File: src/mem_geom_pkg.sv
package mem_geom_pkg;

  // ~~~~~~~~~~~~~~~~~~~~~~~~~~~~~~~~~~~~~~~~~~~~~~~~~~~~~~~~~~~~~~~~~~~~
  // Logical and physical geometry
  // ~~~~~~~~~~~~~~~~~~~~~~~~~~~~~~~~~~~~~~~~~~~~~~~~~~~~~~~~~~~~~~~~~~~~

  localparam int DATA_W   = 32;
  localparam int NUM_WRDS = 4;                    // Words per row
  localparam int BIT_WRDS = 2;
  localparam int NUM_ROWS = 256;
  localparam int BIT_ROWS = 8;
  localparam int BIT_ADDR = BIT_ROWS + BIT_WRDS;  // Lane in the low bits

  typedef logic [BIT_ADDR-1:0] addr_t;
  typedef logic [BIT_ROWS-1:0] row_t;
  typedef logic [BIT_WRDS-1:0] lane_t;
  typedef logic [DATA_W-1:0]   data_t;

  typedef struct packed {
    lane_t lane;
    row_t  row;
  } padr_t;

  function automatic row_t addr_row(addr_t a);
    return a[BIT_ADDR-1:BIT_WRDS];
  endfunction

  function automatic lane_t addr_lane(addr_t a);
    return a[BIT_WRDS-1:0];
  endfunction

endpackage
File: src/ecc_pkg.sv
package ecc_pkg;
  import mem_geom_pkg::*;

  localparam int ECC_W = 7;
  localparam int SYN_W = ECC_W - 1;               // Hamming part only
  localparam int CW_W  = DATA_W + ECC_W;

  typedef logic [CW_W-1:0]          cw_t;
  typedef logic [NUM_WRDS*CW_W-1:0] row_data_t;   // Lane 0 in the low bits
  typedef logic [SYN_W-1:0]         syn_t;

  typedef enum logic [1:0] {
    ECC_OK,
    ECC_CORR,
    ECC_UNCORR
  } ecc_status_e;

  typedef struct packed {
    logic  en;
    addr_t addr;
    data_t data;
    cw_t   flip;                                  // Bits inverted before storage
  } wr_req_t;

  typedef struct packed {
    logic  en;
    addr_t addr;
  } rd_req_t;

  typedef struct packed {
    logic        vld;
    data_t       data;
    ecc_status_e status;
    padr_t       padr;
  } rd_rsp_t;

  typedef struct packed {
    logic      en;
    row_t      row;
    row_data_t bw;
    row_data_t din;
  } sram_wr_t;

  // ~~~~~~~~~~~~~~~~~~~~~~~~~~~~~~~~~~~~~~~~~~~~~~~~~~~~~~~~~~~~~~~~~~~~
  // Codeword layout helpers
  // ~~~~~~~~~~~~~~~~~~~~~~~~~~~~~~~~~~~~~~~~~~~~~~~~~~~~~~~~~~~~~~~~~~~~

  // Data goes to every position above 0 that is not a power of two
  function automatic cw_t cw_place(data_t d);
    cw_t cw;
    int  j;
    cw = '0;
    j = 0;
    for (int p = 1; p < CW_W; p++) begin
      if ((p & (p - 1)) != 0) begin
        cw[p] = d[j];
        j++;
      end
    end
    return cw;
  endfunction

  function automatic data_t cw_extract(cw_t cw);
    data_t d;
    int    j;
    d = '0;
    j = 0;
    for (int p = 1; p < CW_W; p++) begin
      if ((p & (p - 1)) != 0) begin
        d[j] = cw[p];
        j++;
      end
    end
    return d;
  endfunction

  // XOR of the positions of all set bits, bit 0 excluded
  function automatic syn_t cw_syndrome(cw_t cw);
    syn_t s;
    s = '0;
    for (int p = 1; p < CW_W; p++) begin
      if (cw[p]) begin
        s ^= syn_t'(p);
      end
    end
    return s;
  endfunction

endpackage

File: src/wr_align.sv
`timescale 1ns/1ps

module wr_align import mem_geom_pkg::*, ecc_pkg::*; (
  input  logic     clk,
  input  logic     rst,
  input  wr_req_t  wr_req,
  output sram_wr_t sram_wr
);

  row_t      row;
  lane_t     lane;
  cw_t       cw_enc;
  cw_t       cw_inj;
  row_data_t bw;

  assign row  = addr_row(wr_req.addr);
  assign lane = addr_lane(wr_req.addr);

  ecc_encode ecc_encode_i (
    .data (wr_req.data),
    .cw   (cw_enc)
  );

  assign cw_inj = cw_enc ^ wr_req.flip;  // Error injection

  // Bit enables for the addressed lane only
  always_comb begin
    bw = '0;
    for (int w = 0; w < NUM_WRDS; w++) begin
      if (lane == lane_t'(w)) begin
        bw[w*CW_W +: CW_W] = '1;
      end
    end
  end

  // ~~~~~~~~~~~~~~~~~~~~~~~~~~~~~~~~~~~~~~~~~~~~~~~~~~~~~~~~~~~~~~~~~~~~
  // Registered SRAM write
  // ~~~~~~~~~~~~~~~~~~~~~~~~~~~~~~~~~~~~~~~~~~~~~~~~~~~~~~~~~~~~~~~~~~~~

  always_ff @(posedge clk) begin
    sram_wr.row <= row;
    sram_wr.bw  <= bw;
    sram_wr.din <= {NUM_WRDS{cw_inj}};   // Lane picked by bw
    if (rst) begin
      sram_wr.en <= 1'b0;
    end else begin
      sram_wr.en <= wr_req.en;
    end
  end

endmodule

File: src/ecc_encode.sv
`timescale 1ns/1ps

module ecc_encode import mem_geom_pkg::*, ecc_pkg::*; (
  input  data_t data,
  output cw_t   cw
);

  cw_t  placed;
  syn_t chk;

  assign placed = cw_place(data);
  assign chk    = cw_syndrome(placed);  // Check positions still zero

  // Writing the syndrome into the check positions cancels it
  always_comb begin
    cw = placed;
    for (int k = 0; k < SYN_W; k++) begin
      cw[1 << k] = chk[k];
    end
    cw[0] = ^cw[CW_W-1:1];              // Overall parity, even
  end

endmodule

File: config.mk
export PLATFORM = sky130hd
export DESIGN_NAME = wr_align
export DESIGN_NICKNAME = d
export VERILOG_FILES = /design/src/mem_geom_pkg.sv /design/src/ecc_pkg.sv /design/src/wr_align.sv /design/src/ecc_encode.sv
export SDC_FILE = /design/constraint.sdc
export NUM_CORES = 1
export LEC_CHECK = 0
export ABC_AREA = 1
export CAP_MARGIN = 10
export CORE_AREA = 2 2 155 157
export DETAILED_ROUTE_END_ITERATION = 16
export DIE_AREA = 0 0 157 159
export DONT_BUFFER_PORTS = 1
export PLACE_DENSITY = 0.35
export SLEW_MARGIN = 20
export SYNTH_ARGS = -nofsm -noshare
export SYNTH_HDL_FRONTEND = slang
export SYNTH_SLANG_ARGS = --single-unit
File: constraint.sdc
create_clock -name clk -period 6.5 [get_ports clk]
set_clock_uncertainty 0.15 [all_clocks]
set_input_delay 1.95 -clock clk [delete_from_list [all_inputs] [get_ports clk]]
set_output_delay 1.95 -clock clk [all_outputs]
set_load 0.005 [all_outputs]
==> impl_metrics.tcl <==
set metrics [dict create \
    hold_buffers 0 \
    drc 0 \
    synthTopCellsByCount "sky130_fd_sc_hd__buf_4 (269), sky130_fd_sc_hd__nand2_1 (174), sky130_fd_sc_hd__dfxtp_1 (52)" \
    largest_reg_flops 52 \
    port_buffers 0 \
    synthToLayoutAreaGrowth_pct -29.6 \
    antenna_found_initial 0 \
    criticalPathCategory "reg2out" \
    synthesis.nets 785 \
    post_cts_resize_count 0 \
    synth_async_sr_flop_share_pct 0 \
    min_period_ps 3440 \
    clock_tree_from_tritoncts "built" \
    gr-total-overflow 0 \
    finish.net_count 514 \
    vias 2513 \
    vdd_ir_drop_max_uv 71.8 \
    top_regs "sram_wr x52" \
    yosys_synthesis_warning_count 0 \
    syn_inst 701 \
    postSynthRegisterBits 52 \
    cts_htree_levels 2 \
    max_freq_mhz 291 \
    clock_tree.root_cell "sky130_fd_sc_hd__clkbuf_16" \
    grt_setup_unrepaired "no" \
    totalNegativeSetupSlack_ps 0 \
    relSlewSlack_pct 29.9 \
    grt_first_pass_wirelength_um 15100 \
    finalHoldViolCount 0 \
    worstHoldPathType "in2reg" \
    path_clk_slew_ps 70 \
    syn-cell-area_mm2 0.00506 \
    largest-register "sram_wr" \
    synth_enable_flop_cells 0 \
    area.sequential_mm2 0.00105 \
    ioPinCount 405 \
    switchingPower_w 0.000358 \
    row_count 56 \
    grt_pass1_vias 2529 \
    yosysUniqueCellTypes 19 \
    layout.filler_cells 2636 \
    timing.critical_path.required_ps 4400 \
    tritoncts.num_buffers 5 \
    initial_utilization_pct 21.8 \
    synth.top_cell.area_share_pct 39.9 \
    pwr-share-clk_pct 33.5 \
    synth_sequential_area_ratio_pct 20.6 \
    synthMostInstantiatedCell "sky130_fd_sc_hd__buf_4" \
    leakage_nw 1.77 \
    clk_path_buf_depth 2 \
    drt_wirelength_um 10300 \
    grt_start_max_net_pins 40 \
    die_h_um 159 \
    post_cts_buffers 0 \
    wire_per_inst_um 13.8 \
    setup_slack_ps 3060 \
    switching_share_pct 34.8 \
    final_report_setup_violation_count 0 \
    via_per_inst 3.36 \
    postSynthAreaPerCell_um2 7.21 \
    synth_area_leader_cell "sky130_fd_sc_hd__buf_4" \
    ys_dominant_reg_cell "sky130_fd_sc_hd__dfxtp_1" \
    cp_data_arrival_time_ps 1340 \
    grt_use_total_pct 8.23 \
    run_status "finished clean" \
    p_comb_share_pct 21.4 \
    placeableCoreArea_mm2 0.0232 \
    die_width_um 157 \
    worstSetupStartpointType "flop" \
    holdWs_ps 1520 \
    synth_top_cells_by_area "sky130_fd_sc_hd__buf_4 (40%), sky130_fd_sc_hd__dfxtp_1 (21%), sky130_fd_sc_hd__nand2_1 (13%), sky130_fd_sc_hd__xor2_1 (8.0%), sky130_fd_sc_hd__nand3_1 (3.1%)" \
    diodes_inserted 0 \
    worst-path-max-fanout 39 \
    maxCapViolCount 0 \
    drv_slew 0 \
    power_frac_seq_pct 45.1 \
    power_per_cell_area_mw_per_mm2 289 \
    ant_nets 0 \
    placement.setup.worst_slack_ps 2910 \
    internal_power_w 0.000669 \
    globalplace.congestion 0.728 \
    max_slew.worst_pin.slew_ps 1050 \
    drt-pass1-iter-count 4 \
    placement.cell_area_mm2 0.00336 \
    drive_gt1_share_pct 15.3 \
    multi_input_comb_area_mm2 0.00172 \
    final_min_period_over_clock_period_pct 52.9 \
    final_cell_area_mm2 0.00356 \
    drtIter0Drc 70 \
    count_of_clock_tree_sinks 52 \
    floorplan.die_area_mm2 0.0250 \
    dp.final_hpwl_um 8680 \
    timing.critical_path.to_type "output port" \
]
-- metal layers --
metal  part of all wire [%]  global-route usage, %
met1                     38                   8.81
met3                    8.3                   2.91
met2                     52                   14.9
met4                    1.5                   2.67
met5                      0                      0
-- power by group through the flow --
| stage | registers (W) | clock network [W] | logic, W |
|---|---|---|---|
| 2_1_floorplan | 0.000417 | 0 | 0.000441 |
| 3_3_place_gp | 0.000475 | 0 | 0.000225 |
| 3_5_place_dp | 0.000473 | 0 | 0.000225 |
| 4_1_cts | 0.000467 | 0.000363 | 0.000225 |
| 5_1_grt | 0.000481 | 0.000371 | 0.000255 |
| 6_report | 0.000463 | 0.000344 | 0.000220 |
-- cell usage in the layout, fill, tap and decap left out, drive strengths merged --
cell type,count
bufinv,2
clkbuf,5
dfxtp,52
inv,53
nand2,201
nand3,38
nand3b,5
nor2,10
xnor2,18
xor2,46
-- kinds of logic (layout without fill, tap and decap cells) --
family | count (synthesis) | after routing | share of synthesized area, %
xor+xnor | 64 | 64 | 11.2
flops | 52 | 52 | 20.6
buf+inv | 331 | 60 | 45.5
simple gates | 254 | 254 | 22.7
-- path summary, 6_finish.rpt --
kind	startpoint	to	depth (start not counted)
min	wr_req[77]	sram_wr[316]$_DFF_P_	0
max	sram_wr[310]$_DFF_P_	sram_wr[309]	0
-- metrics by stage --
step / total power [W] / std cells / utilization [%]
floorplan: 0.000858 / 701 / -
global placement: 0.000700 / 742 / 14.5
detailed placement: 0.000698 / 742 / 14.5
CTS: 0.00105 / 749 / 15.3
global route: 0.00111 / 749 / 15.3
finish: 0.00103 / 749 / 15.3
-- layout make-up --
| cell class | instances | share of cell area [%] |
|---|---|---|
| clock buffers | 5 | 3.52 |
| clock inverters | 2 | 1.69 |
| inverters | 53 | 5.73 |
| multi-input cells | 318 | 48.2 |
| flip-flops and latches | 52 | 29.6 |
| well taps | 319 | 11.2 |
(Power assumes the default switching activity.)
