## src/mem_geom_pkg.sv

```systemverilog
package mem_geom_pkg;

  // ~~~~~~~~~~~~~~~~~~~~~~~~~~~~~~~~~~~~~~~~~~~~~~~~~~~~~~~~~~~~~~~~~~~~
  // Logical and physical geometry
  // ~~~~~~~~~~~~~~~~~~~~~~~~~~~~~~~~~~~~~~~~~~~~~~~~~~~~~~~~~~~~~~~~~~~~

  localparam int DATA_W   = 32;
  localparam int NUM_WRDS = 4;                    // Words per row
  localparam int BIT_WRDS = 2;
  localparam int NUM_ROWS = 256;
  localparam int BIT_ROWS = 8;
  localparam int BIT_ADDR = BIT_ROWS + BIT_WRDS;  // Lane in the low bits

  typedef logic [BIT_ADDR-1:0] addr_t;
  typedef logic [BIT_ROWS-1:0] row_t;
  typedef logic [BIT_WRDS-1:0] lane_t;
  typedef logic [DATA_W-1:0]   data_t;

  typedef struct packed {
    lane_t lane;
    row_t  row;
  } padr_t;

  function automatic row_t addr_row(addr_t a);
    return a[BIT_ADDR-1:BIT_WRDS];
  endfunction

  function automatic lane_t addr_lane(addr_t a);
    return a[BIT_WRDS-1:0];
  endfunction

endpackage
```

## src/ecc_pkg.sv

```systemverilog
package ecc_pkg;
  import mem_geom_pkg::*;

  localparam int ECC_W = 7;
  localparam int SYN_W = ECC_W - 1;               // Hamming part only
  localparam int CW_W  = DATA_W + ECC_W;

  typedef logic [CW_W-1:0]          cw_t;
  typedef logic [NUM_WRDS*CW_W-1:0] row_data_t;   // Lane 0 in the low bits
  typedef logic [SYN_W-1:0]         syn_t;

  typedef enum logic [1:0] {
    ECC_OK,
    ECC_CORR,
    ECC_UNCORR
  } ecc_status_e;

  typedef struct packed {
    logic  en;
    addr_t addr;
    data_t data;
    cw_t   flip;                                  // Bits inverted before storage
  } wr_req_t;

  typedef struct packed {
    logic  en;
    addr_t addr;
  } rd_req_t;

  typedef struct packed {
    logic        vld;
    data_t       data;
    ecc_status_e status;
    padr_t       padr;
  } rd_rsp_t;

  typedef struct packed {
    logic      en;
    row_t      row;
    row_data_t bw;
    row_data_t din;
  } sram_wr_t;

  // ~~~~~~~~~~~~~~~~~~~~~~~~~~~~~~~~~~~~~~~~~~~~~~~~~~~~~~~~~~~~~~~~~~~~
  // Codeword layout helpers
  // ~~~~~~~~~~~~~~~~~~~~~~~~~~~~~~~~~~~~~~~~~~~~~~~~~~~~~~~~~~~~~~~~~~~~

  // Data goes to every position above 0 that is not a power of two
  function automatic cw_t cw_place(data_t d);
    cw_t cw;
    int  j;
    cw = '0;
    j = 0;
    for (int p = 1; p < CW_W; p++) begin
      if ((p & (p - 1)) != 0) begin
        cw[p] = d[j];
        j++;
      end
    end
    return cw;
  endfunction

  function automatic data_t cw_extract(cw_t cw);
    data_t d;
    int    j;
    d = '0;
    j = 0;
    for (int p = 1; p < CW_W; p++) begin
      if ((p & (p - 1)) != 0) begin
        d[j] = cw[p];
        j++;
      end
    end
    return d;
  endfunction

  // XOR of the positions of all set bits, bit 0 excluded
  function automatic syn_t cw_syndrome(cw_t cw);
    syn_t s;
    s = '0;
    for (int p = 1; p < CW_W; p++) begin
      if (cw[p]) begin
        s ^= syn_t'(p);
      end
    end
    return s;
  endfunction

endpackage

```

## src/rd_align.sv

```systemverilog
`timescale 1ns/1ps

module rd_align import mem_geom_pkg::*, ecc_pkg::*; #(
  parameter int SRAM_DELAY = 2
) (
  input  logic      clk,
  input  logic      rst,
  input  rd_req_t   rd_req,
  output logic      rd_en,
  output row_t      rd_row,
  input  row_data_t rd_data,
  output rd_rsp_t   rd_rsp
);

  typedef struct packed {
    logic  vld;
    padr_t padr;
  } trk_t;

  trk_t        trk [SRAM_DELAY+1];   // Matches the SRAM read stages
  trk_t        trk_out;
  cw_t         cw_sel;
  data_t       dec_data;
  ecc_status_e dec_status;

  // Issue straight to the SRAM so the array is read on the request edge
  assign rd_en  = rd_req.en;
  assign rd_row = addr_row(rd_req.addr);

  // ~~~~~~~~~~~~~~~~~~~~~~~~~~~~~~~~~~~~~~~~~~~~~~~~~~~~~~~~~~~~~~~~~~~~
  // Lane and row tracking through the SRAM latency
  // ~~~~~~~~~~~~~~~~~~~~~~~~~~~~~~~~~~~~~~~~~~~~~~~~~~~~~~~~~~~~~~~~~~~~

  always_ff @(posedge clk) begin
    trk[0].padr <= '{lane: addr_lane(rd_req.addr), row: rd_row};
    for (int k = 1; k <= SRAM_DELAY; k++) begin
      trk[k].padr <= trk[k-1].padr;
    end
    if (rst) begin
      for (int k = 0; k <= SRAM_DELAY; k++) begin
        trk[k].vld <= 1'b0;
      end
    end else begin
      trk[0].vld <= rd_req.en;
      for (int k = 1; k <= SRAM_DELAY; k++) begin
        trk[k].vld <= trk[k-1].vld;
      end
    end
  end

  assign trk_out = trk[SRAM_DELAY];
  assign cw_sel  = rd_data[trk_out.padr.lane*CW_W +: CW_W];

  ecc_decode ecc_decode_i (
    .cw     (cw_sel),
    .data   (dec_data),
    .status (dec_status)
  );

  // Response register
  always_ff @(posedge clk) begin
    if (trk_out.vld) begin
      rd_rsp.data   <= dec_data;
      rd_rsp.status <= dec_status;
      rd_rsp.padr   <= trk_out.padr;  // Lane above row
    end
    if (rst) begin
      rd_rsp.vld <= 1'b0;
    end else begin
      rd_rsp.vld <= trk_out.vld;
    end
  end

endmodule

```

## src/ecc_decode.sv

```systemverilog
`timescale 1ns/1ps

module ecc_decode import mem_geom_pkg::*, ecc_pkg::*; (
  input  cw_t         cw,
  output data_t       data,
  output ecc_status_e status
);

  syn_t syn;
  logic par;
  cw_t  fixed;

  assign syn = cw_syndrome(cw);
  assign par = ^cw;                     // Odd means an odd error count

  // ~~~~~~~~~~~~~~~~~~~~~~~~~~~~~~~~~~~~~~~~~~~~~~~~~~~~~~~~~~~~~~~~~~~~
  // Classification and correction
  // ~~~~~~~~~~~~~~~~~~~~~~~~~~~~~~~~~~~~~~~~~~~~~~~~~~~~~~~~~~~~~~~~~~~~

  always_comb begin
    fixed  = cw;
    status = ECC_OK;
    if (par) begin
      if (syn < CW_W) begin
        status     = ECC_CORR;
        fixed[syn] = ~cw[syn];          // Zero syndrome flips the parity bit
      end else begin
        // Points past the codeword, so at least three bits are bad
        status = ECC_UNCORR;
      end
    end else if (syn != '0) begin
      status = ECC_UNCORR;
    end
  end

  assign data = cw_extract(fixed);

endmodule

```

## config.mk

```make
export PLATFORM = sky130hd
export DESIGN_NAME = rd_align
export DESIGN_NICKNAME = d
export VERILOG_FILES = /design/src/mem_geom_pkg.sv /design/src/ecc_pkg.sv /design/src/rd_align.sv /design/src/ecc_decode.sv
export SDC_FILE = /design/constraint.sdc
export NUM_CORES = 1
export LEC_CHECK = 0
export ABC_AREA = 1
export BUFFER_PORTS_ARGS = -buffer_cell sky130_fd_sc_hd__buf_4
export CAP_MARGIN = 10
export CORE_UTILIZATION = 40
export CTS_CLUSTER_DIAMETER = 120
export CTS_CLUSTER_SIZE = 20
export DETAILED_ROUTE_END_ITERATION = 10
export HOLD_SLACK_MARGIN = 0.08
export PLACE_DENSITY_LB_ADDON = 0.2
export SETUP_SLACK_MARGIN = 0.4
export SLEW_MARGIN = 0
export SYNTH_ARGS = -nofsm -noshare
export SYNTH_HDL_FRONTEND = slang
export SYNTH_HIERARCHICAL = 1
export SYNTH_SLANG_ARGS = --single-unit
```

## constraint.sdc

```tcl
create_clock -name clk -period 4.15 [get_ports clk]
set_input_delay 0.6225 -clock clk [delete_from_list [all_inputs] [get_ports clk]]
set_output_delay 0.6225 -clock clk [all_outputs]
set_load 0.03 [all_outputs]
```

==> Flow_metrics.wiki <==
{| class="wikitable"
! Metric !! Value
|-
| Outcome || completed
|-
| Via count || 6938
|-
| Number of buffers created by CTS || 9
|-
| Hold Violations, Final || 0
|-
| Post-synth top area cell || sky130_fd_sc_hd__nand2_1
|-
| Worst path required time || 4.32 ns
|-
| Number of inserted filler cells in the final layout || approximately 1600
|-
| Number of stages on the worst hold path || 0
|-
| Timing-limited maximum frequency || ~280 MHz
|-
| Post-Place Cells || approximately 1500
|-
| Clock tree from TritonCTS || built
|-
| Die span in x || around 130 um
|-
| Post-route antenna net violation count || 0
|-
| Clk slew on worst S/H paths || 0.06 ns
|-
| Maximum Capacitance Violations || 0
|-
| Starting DRT DRC Count || 435
|-
| Setup-failing EPs final || 0
|-
| Initial core utilization || around two fifths
|-
| Quantity of hold-fixing buffers added after cts || 0
|-
| Num Clock Sinks || just under 80
|-
| Cell family with the largest share of critical-path delay || simple AND/OR/NAND/NOR gates
|-
| Area of the multi-input gates || roughly 0.0033 sq mm
|-
| Net switching power of the design || roughly 0.0019 W
|-
| Part of the Yosys area used for sequential elements || between 30% and 40%
|-
| Transition time of the tightest slew-check pin || between 1 and 1.5 ns
|-
| Capturing element type of the critical path || flop
|-
| Most used cells in the layout excluding fill and tap cells || sky130_fd_sc_hd__nand2_1, sky130_fd_sc_hd__inv_1, sky130_fd_sc_hd__buf_4, sky130_fd_sc_hd__nand3_1, sky130_fd_sc_hd__nor2_1
|-
| Reg2Reg Depth || 25
|-
| Core outline area || 0.0158 sq mm
|-
| Top flip-flop cell by instance count after synthesis || sky130_fd_sc_hd__edfxtp_1
|-
| FF-to-FF setup slack || about 0.6 ns
|-
| Final core area utilization || 56.6%
|-
| DP Wirelength || between 15 and 20 mm
|-
| Vias in the first global route || ~6500
|-
| Data arrival, critical path || about 3.7 ns
|-
| Number of antenna violations at the first check in global routing || 0
|-
| Vertical die dimension || ~130 um
|-
| Cell type with the highest occurrence count on the critical path || sky130_fd_sc_hd__nand2_1
|-
| Number of synthesized flops with an enable pin || 44
|-
| Crit path buf inv count || 4
|-
| Dominant cells by area after synthesis || sky130_fd_sc_hd__nand2_1, sky130_fd_sc_hd__edfxtp_1, sky130_fd_sc_hd__inv_1
|-
| I/O Pins || between 200 and 250
|-
| Part of the cycle the worst path needs || roughly 86%
|-
| First-pass GRT wire length || slightly above 30 mm
|-
| Number of different library cells in the post-synthesis netlist || 33
|-
| Final critical delay including setup and external delays || ~3.6 ns
|-
| Detailed-routing iteration count for the pre-antenna-repair pass || 5
|-
| Clock power frac || just under 20%
|-
| Count of unresolved DRC violations after routing || 0
|-
| Wire length per cell after detailed routing || approximately 14 um
|-
| Standard cell with the maximum stage delay on the critical path || sky130_fd_sc_hd__dfxtp_4
|-
| Share of post-route cells with drive strength above 1 || between 20% and 30%
|-
| Critical path startpoint category || flop
|-
| H-Tree Level Count || 3
|-
| Detailed-routed wire length on met2 || between 10 and 15 mm
|-
| Net Sw Frac || about 46%
|-
| Residual overflow from global routing || 0
|-
| Peak supply drop || approximately 0.36 mV
|-
| Post-synth top area share || between 20% and 30%
|-
| Area of the mapped netlist || between 0.006 and 0.007 sq mm
|-
| Slew Limit Fails || 0
|-
| Net count after synthesis || ~1200
|-
| Mean instance size in the synthesized netlist || between 6 and 7 sq um
|-
| Clock latency of the later-clocked register in the worst-skew pair || around 0.32 ns
|-
| Die Outline Area || between 0.015 and 0.02 sq mm
|-
| Worst-path maximum fanout || 25
|-
| RSZ-0062 raised after global routing || no
|-
| Classification of the worst-slack hold path || flop to flop
|-
| Sequential cell fraction of total power || between 20% and 30%
|-
| Clock Tree Root || sky130_fd_sc_hd__clkbuf_16
|-
| Leakage power || about 5.1 nW
|-
| Vias per cell || 4.61
|-
| Crit Path Category || flop to flop
|-
| Largest clock skew in the final design || about 0.0034 ns
|-
| Largest stage delay, worst path || 0.40 ns
|-
| Sum of negative setup slack || 0 ns
|-
| Row Count || 46
|-
| Pwr/cell area || ~460 mW/mm^2
|-
| Layout overhead on the synthesized area || 39.1%
|-
| Non-filler cells in the finished layout || 1504
|-
| Headroom to the max-slew limit || ~29%
|-
| Gate count of the mapped netlist || roughly 1100
|-
| Post-detailed-routing wire length || ~21 mm
|-
| Combinational fraction of design power || approximately 59%
|-
| WL met3 || approximately 1.3 mm
|-
| Internal power of the cells || roughly 0.0022 W
|-
| Most common library cell in the layout ignoring fill and taps || sky130_fd_sc_hd__nand2_1
|-
| Top layer used by detailed routing || met4
|-
| Routed met1 length || 8.87 mm
|-
| Nets || roughly 1500
|-
| Ant diodes || 0
|-
| Weighted congestion reported at the end of routability-driven placement || roughly 0.93
|-
| Async set or reset register ratio after synthesis || 0%
|-
| Flip-flop and latch count after synthesis || between 70 and 80
|-
| Port buffer count || 222
|-
| Number of stages on the worst setup path || 25
|-
| Gr usage total || between 20% and 30%
|-
| Yosys warning count || 6
|-
| Pin count of the biggest net entering global routing || 80
|-
| Clock buffer depth || 2
|-
| Sequential cell area || between 0.002 and 0.0025 sq mm
|}
## timing repair
action | in CTS | in global routing
pin swaps | 0 | 6
cloned | 0 | 9
setup endpoints to repair | 10 | 32
buffers inserted | 0 | 7
gates resized for setup | 3 | 39
## layout make-up
class                   count  share of cell area [%]
clock inverters             5                   0.503
repair buffers            249                    23.3
multi-input cells         684                    36.6
clock buffers              11                    3.07
inverters                 261                    11.1
flip-flops and latches     78                    22.4
well taps                 216                    3.02
## cell usage after synthesis, types with 2 or more instances
cell / instances
sky130_fd_sc_hd__o21ai_1: 9
sky130_fd_sc_hd__nand2_4: 5
sky130_fd_sc_hd__a21oi_2: 14
sky130_fd_sc_hd__nor3_1: 4
sky130_fd_sc_hd__buf_2: 17
sky130_fd_sc_hd__nand2_2: 9
sky130_fd_sc_hd__inv_2: 17
sky130_fd_sc_hd__nand4_1: 4
sky130_fd_sc_hd__clkbuf_1: 6
sky130_fd_sc_hd__nand3b_1: 2
sky130_fd_sc_hd__a21oi_1: 19
sky130_fd_sc_hd__nand3_1: 111
sky130_fd_sc_hd__xnor2_2: 2
sky130_fd_sc_hd__buf_4: 11
sky130_fd_sc_hd__nand2_1: 376
sky130_fd_sc_hd__edfxtp_1: 44
sky130_fd_sc_hd__nor2_2: 5
sky130_fd_sc_hd__nor2_1: 63
sky130_fd_sc_hd__inv_1: 243
sky130_fd_sc_hd__dfxtp_1: 34
sky130_fd_sc_hd__xnor2_1: 13
sky130_fd_sc_hd__o21ai_0: 26
sky130_fd_sc_hd__xor2_1: 15
sky130_fd_sc_hd__buf_6: 10
## flip-flops by register name, indices dropped and copies added (netlist names)
signal	count
trk	33
rd_rsp	45
## worst paths after layout
check / startpoint / endpoint
min reg2reg: trk[0][7] / trk[0][18]
min: trk[0][7] / trk[0][18]
max: trk[0][30] / rd_rsp[24]
max reg2reg: trk[0][30] / rd_rsp[24]
## cell families after synthesis
family / after synthesis / synth area share [%]
simple gates: 582 / 38.0
xor+xnor: 30 / 4.31
compound gates: 72 / 6.57
flops: 78 / 31.1
buf+inv: 306 / 20.0
## stage by stage
step           total power, W  setup slack, ns  area, sq um  hold WS [ns]
2_1_floorplan         0.00247             1.11         6440         0.310
3_3_place_gp          0.00299            0.350         8220         0.310
3_5_place_dp          0.00300            0.343         8220         0.312
4_1_cts               0.00382            0.437         8550         0.327
5_1_grt               0.00440            0.357         8960         0.330
6_report              0.00414            0.599         8960         0.326
## per-layer routing
layer | vias to the layer above | global-route usage (%)
met5 | - | 0
met2 | 226 | 42.1
met4 | 0 | 6.99
met1 | 3077 | 28.4
met3 | 36 | 5.45
li1 | 3599 | -
## power groups by stage
| stage | Clock, W | Sequential, W | Combinational, W |
|---|---|---|---|
| final | 0.000806 | 0.000879 | 0.00246 |
| after global routing | 0.000860 | 0.000881 | 0.00266 |
| after CTS | 0.000826 | 0.000877 | 0.00212 |
| after detailed placement | 0 | 0.000894 | 0.00210 |
| after global placement | 0 | 0.000893 | 0.00209 |
| after floorplan | 0 | 0.000910 | 0.00156 |
(Power assumes the default switching activity.)
